<file path="config.mk">
export PLATFORM = sky130hd
export DESIGN_NAME = rv_decoder
export DESIGN_NICKNAME = d
export VERILOG_FILES = /design/src/hw/rv_pkg.sv /design/src/hw/rv_decoder.sv /design/src/hw/imm_extract.sv /design/src/hw/op_decode.sv
export SDC_FILE = /design/constraint.sdc
export NUM_CORES = 1
export LEC_CHECK = 0
export ABC_AREA = 1
export BUFFER_PORTS_ARGS = -buffer_cell sky130_fd_sc_hd__buf_4
export CORE_AREA = 2 2 111 113
export CTS_CLUSTER_DIAMETER = 100
export DETAILED_ROUTE_END_ITERATION = 16
export DIE_AREA = 0 0 113 115
export GPL_ROUTABILITY_DRIVEN = 0
export PLACE_DENSITY = 0.46
export SLEW_MARGIN = 10
export SYNTH_ARGS = -nofsm -noshare
export SYNTH_HDL_FRONTEND = slang
export SYNTH_SLANG_ARGS = --single-unit
</file>
<file path="constraint.sdc">
create_clock -name clk -period 1.82 [get_ports clk]
set_clock_uncertainty 0.2 [all_clocks]
set_input_delay 0.364 -clock clk [delete_from_list [all_inputs] [get_ports clk]]
set_output_delay 0.364 -clock clk [all_outputs]
set_load 0.02 [all_outputs]
</file>
<file path="src/hw/rv_pkg.sv">
package rv_pkg;

    // width of a register index field
    localparam int reg_idx_w = 5;

    // ~~~~~~~~~~~~~~~~~~~~
    // decoded operations
    // ~~~~~~~~~~~~~~~~~~~~
    typedef enum logic [4:0] {
        op_add     = 5'b00000,
        op_and     = 5'b00001,
        op_or      = 5'b00010,
        op_sll     = 5'b00011,
        op_srl     = 5'b00100,
        op_slt     = 5'b00101,
        op_sltu    = 5'b00110,
        op_sra     = 5'b00111,
        op_sub     = 5'b01000,
        op_xor     = 5'b01001,
        op_beq     = 5'b01010,
        op_bge     = 5'b01011,
        op_bne     = 5'b01100,
        op_bgeu    = 5'b01101,
        op_lui     = 5'b01110,
        op_auipc   = 5'b01111,
        op_jal     = 5'b10000,
        op_jalr    = 5'b10001,
        op_lb      = 5'b10010,
        op_lh      = 5'b10011,
        op_lw      = 5'b10100,
        op_lbu     = 5'b10101,
        op_lhu     = 5'b10110,
        op_sb      = 5'b10111,
        op_sh      = 5'b11000,
        op_sw      = 5'b11001,
        op_blt     = 5'b11010,
        op_bltu    = 5'b11011,
        op_illegal = 5'b11111
    } op_e;

    // major opcodes, bits 6:0 of a 32-bit instruction
    typedef enum logic [6:0] {
        opc_lui    = 7'b0110111,
        opc_auipc  = 7'b0010111,
        opc_jal    = 7'b1101111,
        opc_jalr   = 7'b1100111,
        opc_branch = 7'b1100011,
        opc_load   = 7'b0000011,
        opc_store  = 7'b0100011,
        opc_op_imm = 7'b0010011,
        opc_op_reg = 7'b0110011
    } opcode_e;

    // immediate layouts
    typedef enum logic [2:0] {
        fmt_none  = 3'd0,
        fmt_i     = 3'd1,
        fmt_shamt = 3'd2,
        fmt_s     = 3'd3,
        fmt_b     = 3'd4,
        fmt_u     = 3'd5,
        fmt_j     = 3'd6
    } fmt_e;

endpackage
</file>
<file path="src/hw/rv_decoder.sv">
module rv_decoder #(
    parameter int xlen = 32
) (
    input  logic                           clk,
    input  logic                           rst,
    input  logic                           in_valid,
    input  logic [31:0]                    instr,
    output logic                           out_valid,
    output rv_pkg::op_e                    op,
    output logic [rv_pkg::reg_idx_w-1:0]   rs1,
    output logic [rv_pkg::reg_idx_w-1:0]   rs2,
    output logic [rv_pkg::reg_idx_w-1:0]   rd,
    output logic [xlen-1:0]                imm,
    output logic                           has_imm
);

    rv_pkg::op_e                   op_next;
    rv_pkg::fmt_e                  fmt;
    logic                          use_rs1;
    logic                          use_rs2;
    logic                          use_rd;
    logic [xlen-1:0]               imm_next;
    logic [rv_pkg::reg_idx_w-1:0]  rs1_next;
    logic [rv_pkg::reg_idx_w-1:0]  rs2_next;
    logic [rv_pkg::reg_idx_w-1:0]  rd_next;
    logic                          has_imm_next;

    op_decode u_op_decode (
        .instr   (instr),
        .op      (op_next),
        .fmt     (fmt),
        .use_rs1 (use_rs1),
        .use_rs2 (use_rs2),
        .use_rd  (use_rd)
    );

    imm_extract #(
        .xlen (xlen)
    ) u_imm_extract (
        .instr (instr),
        .fmt   (fmt),
        .imm   (imm_next)
    );

    // register fields an instruction does not use are reported as x0
    assign rs1_next     = use_rs1 ? instr[19:15] : '0;
    assign rs2_next     = use_rs2 ? instr[24:20] : '0;
    assign rd_next      = use_rd  ? instr[11:7]  : '0;
    assign has_imm_next = (fmt != rv_pkg::fmt_none);

    // ~~~~~~~~~~~~~~~~~~~~
    // output register
    // ~~~~~~~~~~~~~~~~~~~~
    always_ff @(posedge clk) begin
        if (!rst) begin
            out_valid <= 1'b0;
            op        <= rv_pkg::op_illegal;
            rs1       <= '0;
            rs2       <= '0;
            rd        <= '0;
            imm       <= '0;
            has_imm   <= 1'b0;
        end else begin
            out_valid <= in_valid;
            // data holds its last value while no word arrives
            if (in_valid) begin
                op      <= op_next;
                rs1     <= rs1_next;
                rs2     <= rs2_next;
                rd      <= rd_next;
                imm     <= imm_next;
                has_imm <= has_imm_next;
            end
        end
    end

    // one-cycle latency from in_valid to out_valid
    property p_valid_delay;
        @(posedge clk) disable iff (!rst)
            $past(rst) |-> (out_valid == $past(in_valid));
    endproperty

    assert property (p_valid_delay)
        else $error("rv_decoder: out_valid does not follow in_valid by one cycle");

endmodule

</file>
<file path="src/hw/imm_extract.sv">
module imm_extract #(
    parameter int xlen = 32
) (
    input  logic [31:0]      instr,
    input  rv_pkg::fmt_e     fmt,
    output logic [xlen-1:0]  imm
);

    logic        sign;
    logic [31:0] imm_i;
    logic [31:0] imm_s;
    logic [31:0] imm_b;
    logic [31:0] imm_u;
    logic [31:0] imm_j;
    logic [31:0] imm_shamt;
    logic [31:0] raw;

    assign sign = instr[31];

    // ~~~~~~~~~~~~~~~~~~~~
    // immediate layouts
    // ~~~~~~~~~~~~~~~~~~~~
    assign imm_i = {{20{sign}}, instr[31:20]};
    assign imm_s = {{20{sign}}, instr[31:25], instr[11:7]};

    // branch and jump offsets are in halfwords, so bit 0 is always zero
    assign imm_b = {{19{sign}}, instr[31], instr[7], instr[30:25], instr[11:8], 1'b0};
    assign imm_j = {{11{sign}}, instr[31], instr[19:12], instr[20], instr[30:21], 1'b0};

    assign imm_u     = {instr[31:12], 12'd0};
    assign imm_shamt = {27'd0, instr[24:20]};

    always_comb begin
        case (fmt)
            rv_pkg::fmt_i:     raw = imm_i;
            rv_pkg::fmt_shamt: raw = imm_shamt;
            rv_pkg::fmt_s:     raw = imm_s;
            rv_pkg::fmt_b:     raw = imm_b;
            rv_pkg::fmt_u:     raw = imm_u;
            rv_pkg::fmt_j:     raw = imm_j;
            default:           raw = 32'd0;
        endcase
    end

    // bit 31 of every layout already holds its sign bit
    assign imm = {{(xlen - 31){raw[31]}}, raw[30:0]};

    always_comb begin
        if (fmt == rv_pkg::fmt_b || fmt == rv_pkg::fmt_j) begin
            assert (imm[0] == 1'b0)
                else $error("imm_extract: odd branch or jump offset %0h", imm);
        end
    end

endmodule

</file>
<file path="src/hw/op_decode.sv">
module op_decode (
    input  logic [31:0]   instr,
    output rv_pkg::op_e   op,
    output rv_pkg::fmt_e  fmt,
    output logic          use_rs1,
    output logic          use_rs2,
    output logic          use_rd
);

    rv_pkg::opcode_e opcode;
    logic [2:0]      funct3;
    logic            alt;
    logic            word_ok;
    logic            f3_ok;

    assign opcode = rv_pkg::opcode_e'(instr[6:0]);
    assign funct3 = instr[14:12];
    assign alt    = instr[30];

    // the zero word and all compressed encodings are rejected up front
    assign word_ok = (instr != 32'd0) && (instr[1:0] == 2'b11);

    // funct3 values that are reserved in the branch, load and store groups
    always_comb begin
        case (opcode)
            rv_pkg::opc_branch: f3_ok = (funct3[2:1] != 2'b01);
            rv_pkg::opc_load:   f3_ok = (funct3 != 3'b011) && (funct3[2:1] != 2'b11);
            rv_pkg::opc_store:  f3_ok = (funct3[2] == 1'b0) && (funct3[1:0] != 2'b11);
            default:            f3_ok = 1'b1;
        endcase
    end

    // ~~~~~~~~~~~~~~~~~~~~
    // operation tables
    // ~~~~~~~~~~~~~~~~~~~~
    always_comb begin
        op      = rv_pkg::op_illegal;
        fmt     = rv_pkg::fmt_none;
        use_rs1 = 1'b0;
        use_rs2 = 1'b0;
        use_rd  = 1'b0;
        if (word_ok) begin
            case (opcode)
                rv_pkg::opc_lui: begin
                    op     = rv_pkg::op_lui;
                    fmt    = rv_pkg::fmt_u;
                    use_rd = 1'b1;
                end
                rv_pkg::opc_auipc: begin
                    op     = rv_pkg::op_auipc;
                    fmt    = rv_pkg::fmt_u;
                    use_rd = 1'b1;
                end
                rv_pkg::opc_jal: begin
                    op     = rv_pkg::op_jal;
                    fmt    = rv_pkg::fmt_j;
                    use_rd = 1'b1;
                end
                rv_pkg::opc_jalr: begin
                    op      = rv_pkg::op_jalr;
                    fmt     = rv_pkg::fmt_i;
                    use_rs1 = 1'b1;
                    use_rd  = 1'b1;
                end
                rv_pkg::opc_branch: begin
                    case (funct3)
                        3'b000:  op = rv_pkg::op_beq;
                        3'b001:  op = rv_pkg::op_bne;
                        3'b100:  op = rv_pkg::op_blt;
                        3'b101:  op = rv_pkg::op_bge;
                        3'b110:  op = rv_pkg::op_bltu;
                        3'b111:  op = rv_pkg::op_bgeu;
                        default: op = rv_pkg::op_illegal;
                    endcase
                    if (f3_ok) begin
                        fmt     = rv_pkg::fmt_b;
                        use_rs1 = 1'b1;
                        use_rs2 = 1'b1;
                    end
                end
                rv_pkg::opc_load: begin
                    case (funct3)
                        3'b000:  op = rv_pkg::op_lb;
                        3'b001:  op = rv_pkg::op_lh;
                        3'b010:  op = rv_pkg::op_lw;
                        3'b100:  op = rv_pkg::op_lbu;
                        3'b101:  op = rv_pkg::op_lhu;
                        default: op = rv_pkg::op_illegal;
                    endcase
                    if (f3_ok) begin
                        fmt     = rv_pkg::fmt_i;
                        use_rs1 = 1'b1;
                        use_rd  = 1'b1;
                    end
                end
                rv_pkg::opc_store: begin
                    case (funct3)
                        3'b000:  op = rv_pkg::op_sb;
                        3'b001:  op = rv_pkg::op_sh;
                        3'b010:  op = rv_pkg::op_sw;
                        default: op = rv_pkg::op_illegal;
                    endcase
                    if (f3_ok) begin
                        fmt     = rv_pkg::fmt_s;
                        use_rs1 = 1'b1;
                        use_rs2 = 1'b1;
                    end
                end
                rv_pkg::opc_op_imm: begin
                    case (funct3)
                        3'b000: op = rv_pkg::op_add;
                        3'b001: op = rv_pkg::op_sll;
                        3'b010: op = rv_pkg::op_slt;
                        3'b011: op = rv_pkg::op_sltu;
                        3'b100: op = rv_pkg::op_xor;
                        3'b101: begin
                            if (alt) begin
                                op = rv_pkg::op_sra;
                            end else begin
                                op = rv_pkg::op_srl;
                            end
                        end
                        3'b110: op = rv_pkg::op_or;
                        3'b111: op = rv_pkg::op_and;
                    endcase
                    // slli, srli and srai carry a shift amount and not an I immediate
                    if (funct3[1:0] == 2'b01) begin
                        fmt = rv_pkg::fmt_shamt;
                    end else begin
                        fmt = rv_pkg::fmt_i;
                    end
                    use_rs1 = 1'b1;
                    use_rd  = 1'b1;
                end
                rv_pkg::opc_op_reg: begin
                    case (funct3)
                        3'b000: begin
                            if (alt) begin
                                op = rv_pkg::op_sub;
                            end else begin
                                op = rv_pkg::op_add;
                            end
                        end
                        3'b001: op = rv_pkg::op_sll;
                        3'b010: op = rv_pkg::op_slt;
                        3'b011: op = rv_pkg::op_sltu;
                        3'b100: op = rv_pkg::op_xor;
                        3'b101: begin
                            if (alt) begin
                                op = rv_pkg::op_sra;
                            end else begin
                                op = rv_pkg::op_srl;
                            end
                        end
                        3'b110: op = rv_pkg::op_or;
                        3'b111: op = rv_pkg::op_and;
                    endcase
                    use_rs1 = 1'b1;
                    use_rs2 = 1'b1;
                    use_rd  = 1'b1;
                end
                default: begin
                    op = rv_pkg::op_illegal;
                end
            endcase
        end
    end

    // the reserved-funct3 table and the operation tables must agree
    always_comb begin
        if (op == rv_pkg::op_illegal) begin
            assert (fmt == rv_pkg::fmt_none)
                else $error("op_decode: illegal op with immediate format %0d", fmt);
        end
    end

endmodule

</file>
# == Word level (Yosys, flattened, before mapping) ==
# Cells that the tools add are included.
# word_totals
register_bits,54
inputBits,35
# op_classes
eq_ne,28
muxes,27
bitwise,1
reduce_logical,11
# op_table
cell,count
case mux 32 bit (6 select lines),1
case mux 5 bit (8 select lines),2
case mux 5 bit (9 select lines),1
nonzero test 32 bit,1
case mux 5 bit (6 select lines),1
equality test 3 bit (second input constant),7
equality test 7 x 6 -> 1 bit (second input constant),3
equality test 7 bit (second input constant),3
case mux 3 bit (7 select lines),1
2-to-1 mux 5 bit,4
case mux 4 bit (5 select lines),1
equality test 7 x 5 -> 1 bit (second input constant),2
equality test 3 x 2 -> 1 bit (second input constant),4
case mux 4 bit (3 select lines),1
equality test 7 x 2 -> 1 bit (second input constant),1
equality test 3 x 1 -> 1 bit (second input constant),2
2-to-1 mux 2 bit,3
2-to-1 mux 3 bit,2
case mux 1 bit (2 select lines),3
OR reduction 3 bit,2
OR reduction 6 bit,1
2-to-1 mux 1 bit,5
2-to-1 mux 4 bit,1
inequality test 2 bit (second input constant),2
other kinds (10),13

# == Longest topological paths before layout ==
# depth
depth_word,8
depth_mapped,13
depth_no_buf,12

# == Hierarchy ==
# Synthesis repeated with hierarchy kept, for this count alone.
# unflattened
cells_unflattened,445
hier_area_um2,2906.5
# modules_own_cells
module,n_inst,cells_each,area_each_um2,seq_area_each_um2
rv_decoder,1,238,1999.4,1081.0
op_decode,1,109,484.2,0.0
imm_extract,1,98,422.9,0.0

# == Least setup slack after synthesis ==
# OpenSTA, ideal clock, no wires.
# synth_path
path_type,input -> register
startpoint,input port instr[12]
endpoint,register imm[21]
setup_ps,139
arrival_time_ps,1507
path_slack_ps,-26
path_stages,11
cell_sequence,clkbuf_2 inv_1 nor2_1 nor2_1 nor2_1 nand2_4 nand4_4 buf_6 nand2_1 nand2_1 a21oi_2
# synth_between
elab_chain_cells,8
# synth_rtl
element,line_no,text
start: declaration,rv_decoder.sv:7,"input logic [31:0] instr,"
inequality test 3 x 2 -> 1 bit / inequality test 2 bit (equally long branches),"op_decode.sv:27, op_decode.sv:28",
logical AND 1 bit (on tied branches),"op_decode.sv:27, op_decode.sv:28",
case mux 1 bit (3 select lines),op_decode.sv:25,case (opcode)
"2-to-1 mux 2 bit, or another cell as far along",op_decode.sv:103,if (f3_ok) begin
case mux 3 bit (7 select lines),op_decode.sv:43,case (opcode)
2-to-1 mux 3 bit (*),op_decode.sv:42,if (word_ok) begin
"equality test 3 bit, or another cell as far along",n/a,
case mux 32 bit (6 select lines) (*),imm_extract.sv:34,case (fmt)
end signal: assignment,rv_decoder.sv:71,imm <= imm_next;
end: declaration,rv_decoder.sv:13,"output logic [xlen-1:0] imm,"
# Mark *: on every way between the ends. The rest lies on a longest branch, timed or not.
# A chain may end at the register's enable or synchronous reset.

# == Worst setup path in the final report ==
# layout_path
startpoint,input port instr[5]
endpoint,register imm[3]
# layout_between
elab_chain_cells,7
# layout_rtl
element,line_no
"equality test 7 x 6 -> 1 bit, or another cell as far along","op_decode.sv:25, op_decode.sv:43"
case mux 1 bit (3 select lines),op_decode.sv:25
"2-to-1 mux 2 bit, or another cell as far along",op_decode.sv:103
case mux 3 bit (7 select lines),op_decode.sv:43
2-to-1 mux 3 bit (*),op_decode.sv:42
"equality test 3 bit, or another cell as far along",n/a
case mux 32 bit (6 select lines) (*),imm_extract.sv:34
# Marks and branches as above.

==> metrics.md <==
| Metric | Value |
|---|---|
| Power per cell area | `620.6 mW/mm^2` |
| Final hold viol count | `0` |
| Deepest level of the CTS H-tree | `2` |
| Area of the die | `0.01300 sq mm` |
| Hold/Removal Path Class | `input pin to register` |
| Result of the run | `finished with violations` |
| Total power | `2711 uW` |
| Mapped cell area | `0.002989 sq mm` |
| Global-route wire length before repair | `~16000 um` |
| Number of nets with antenna violations after routing | `0` |
| Post-synth top flop | `sky130_fd_sc_hd__dfxtp_1` |
| Synthesized netlist cell count | `444` |
| GRT Total Usage | `15.59%` |
| Count of placed standard cells including taps | `701` |
| Required time of the worst setup path | `~1800 ps` |
| Total of max-cap violations | `0` |
| Critical path startpoint category | `input pin` |
| Violations in the final reports | `design-rule violations` |
| Clock Pin Slew Worst Setup and Hold Paths | `60 ps` |
| Lkg Pwr | `around 0.0020 uW` |
| Vias post-DR | `about 3400` |
| Vias in the first global route | `3150` |
| Detailed placement HPWL | `about 7900 um` |
| Leading cell types by total area after synthesis | `sky130_fd_sc_hd__dfxtp_1 36%, sky130_fd_sc_hd__nand2_1 17%, sky130_fd_sc_hd__nand3_1 10%` |
| Simple-gate share of the synthesized area | `41.31%` |
| Worst Setup Path Type | `input pin to register` |
| TritonCTS Sinks | `54` |
| Fraction of layout cells with a size suffix above 1 | `33.93%` |
| # DRC | `5` |
| Mux contribution to synthesized area | `0%` |
| Most repeated cell in the gate-level netlist after synthesis | `sky130_fd_sc_hd__nand2_1` |
| Longest Clk Path Bufs | `2` |
| Peak supply drop | `0.3426 mV` |
| Avg WL per Cell | `between 10 and 15 um` |
| Warnings, synthesis | `0` |
| Pin count of the biggest net entering global routing | `53` |
| Number of core rows | `40` |
| Maximum clock frequency | `570.9 MHz` |
| Actual transition at the worst max-transition pin | `290.8 ps` |
| Post-synth top area cell | `sky130_fd_sc_hd__dfxtp_1` |
| Post-route insts no fill | `710` |
| Number of synthesized register bits | `54` |
| Post-Route WL | `about 10000 um` |
| Final setup vio count | `0` |
| Arithmetic-cell share of the synthesized area counting full adders, half adders and majority gates | `0%` |
| Number of synthesized flops with an enable pin | `0` |
| Ranking of synthesized cells by instance count | `138 x sky130_fd_sc_hd__nand2_1, 60 x sky130_fd_sc_hd__nand3_1, 54 x sky130_fd_sc_hd__dfxtp_1` |
| Endpoint arrival time on the critical path | `1730 ps` |
| Dominant combinational cell family by area after synthesis | `simple AND/OR/NAND/NOR gates` |
| Shortest clock period the worst path allows after layout | `1752 ps` |
| Die extent in x | `113 um` |
| Number of buffers created by CTS | `5` |
| Initial DRT Pass Iterations | `10` |
| Ant. Diodes | `0` |
| Nets | `598` |
| Clock tree from TritonCTS | `built` |
| Initial DRC count | `191` |
| Vertical extent of the die | `~120 um` |
| Cell at the root of the clock tree | `sky130_fd_sc_hd__clkbuf_16` |
| Fin. max-slew vios | `0` |
| Average via count per standard cell | `4.746` |
| Type of element capturing the critical path | `register` |
| Layout overhead on the synthesized area | `46.17%` |
| Ports | `89` |
| Max-Slew Margin vs Limit | `80.56%` |
| Post-Syn Nets | `479` |
| Sequential area share after synthesis | `36.17%` |
| Critical path peak fanout | `5` |
| Effective utilization at floorplan | `25.31%` |
| Number of unique standard cell types used by synthesis | `34` |
| Share of async-settable or async-resettable flops after synthesis | `0%` |
| Core area | `0.01181 sq mm` |
| Core Util, Final | `36.99%` |
| Global route overflow | `0` |
| Clk Latency, worst-skew pair | `290 ps` |
| Port buffer count | `88` |
| Share of the clock period used by the worst path after layout | `a little over nine tenths` |
| Synthesized-area fraction occupied by ao, oa, aoi and oai cells | `14.82%` |
| Initial antenna violation count | `0` |
| Number of hold-repair buffers added at the cts stage | `0` |
| Avg Synthesized Cell Area | `between 6 and 7 sq um` |
| Xor and xnor fraction of the mapped netlist area | `0%` |
| Yosys top cell area share | `between 30% and 40%` |
## sequential cells by signal, summed over array words and instances (netlist names)
signal	cells
has_imm	1
rd	5
rs1	5
out_valid	1
rs2	5
op	5
imm	32
## path summary, 6_finish.rpt
kind	from	to	slack (ps)	cells after the start
worst min register to register	imm[17]$_SDFFE_PN0P_	imm[17]$_SDFFE_PN0P_	270	2
worst max register to register	imm[14]$_SDFFE_PN0P_	imm[14]$_SDFFE_PN0P_	970	2
worst max-delay path	instr[5]	imm[3]$_SDFFE_PN0P_	70	13
worst min-delay path	rst	out_valid$_SDFF_PN0_	80	3
## cells in the final DEF, fill, tap and decap left out, types with 4 or more instances in the layout
cell	Yosys	final
sky130_fd_sc_hd__a21oi_2	8	9
sky130_fd_sc_hd__nor2_2	1	5
sky130_fd_sc_hd__clkbuf_16	0	5
sky130_fd_sc_hd__dfxtp_1	54	54
sky130_fd_sc_hd__buf_4	1	130
sky130_fd_sc_hd__o21ai_0	6	6
sky130_fd_sc_hd__nand4_1	10	10
sky130_fd_sc_hd__inv_2	9	10
sky130_fd_sc_hd__nand2_4	5	5
sky130_fd_sc_hd__and3_1	10	10
sky130_fd_sc_hd__inv_1	20	19
sky130_fd_sc_hd__nand3_2	2	4
sky130_fd_sc_hd__nor2_1	19	14
sky130_fd_sc_hd__nand2_2	6	6
sky130_fd_sc_hd__nand2_1	138	138
sky130_fd_sc_hd__buf_12	0	6
sky130_fd_sc_hd__a21oi_1	50	49
sky130_fd_sc_hd__nand3_1	60	58
## cell type report
type / count / area [sq um]
sequential: 54 / 1081
clock buffer: 6 / 138.9
clock inverter: 1 / 30.03
fill: 1270 / 7442
timing repair buffer: 136 / 1096
multi-input combinational: 335 / 1723
tap: 147 / 183.9
inverter: 31 / 116.4
## logic make-up after synthesis
group / Yosys count
AOI/OAI and AO/OA: 77
and+or+nand+nor: 258
DFF: 54
buffers and inverters: 55
## where the power goes
group / switching, uW / internal (uW) / total [uW]
sequential: 10.6 / 1200 / 1210
clock: 419 / 679 / 1100
combinational: 239 / 164 / 402
## per-stage QoR
step / setup slack (ps) / TNS [ps] / hold slack, ps / instance area [sq um]
4_1_cts: 76.57 / 0 / 73.57 / 4305
6_report: 68.30 / 0 / 79.50 / 4369
3_3_place_gp: -270.7 / -7801 / 258.2 / 4136
5_1_grt: -2.096 / -2.096 / 71.60 / 4369
3_5_place_dp: -231.2 / -7711 / 260.9 / 4136
2_1_floorplan: 8.183 / 0 / 261.6 / 3007
## timing repair
action,4_1_cts,5_1_grt
setup endpoints to repair,0,24
gates resized for setup,0,9
buffers inserted,0,2
## per-layer routing
metal,vias to the layer above,wire length (um),track usage [%]
met5,-,0,0
met3,9,697,3.426
met1,1529,4906,22.00
met2,113,4503,24.63
li1,1719,-,-
met4,0,108,3.171
## critical path, cell delays in order
cell	delay (ps)
sky130_fd_sc_hd__buf_4	120
sky130_fd_sc_hd__buf_4	130
sky130_fd_sc_hd__nand3_2	80
sky130_fd_sc_hd__inv_2	70
sky130_fd_sc_hd__nand2_2	140
sky130_fd_sc_hd__inv_2	70
sky130_fd_sc_hd__nand2_2	90
sky130_fd_sc_hd__nand2_4	70
sky130_fd_sc_hd__buf_12	130
sky130_fd_sc_hd__a22oi_1	140
sky130_fd_sc_hd__nand3_1	160
sky130_fd_sc_hd__nand2_1	110
sky130_fd_sc_hd__a21oi_1	60
No activity file was read; power rests on OpenSTA's default activity.
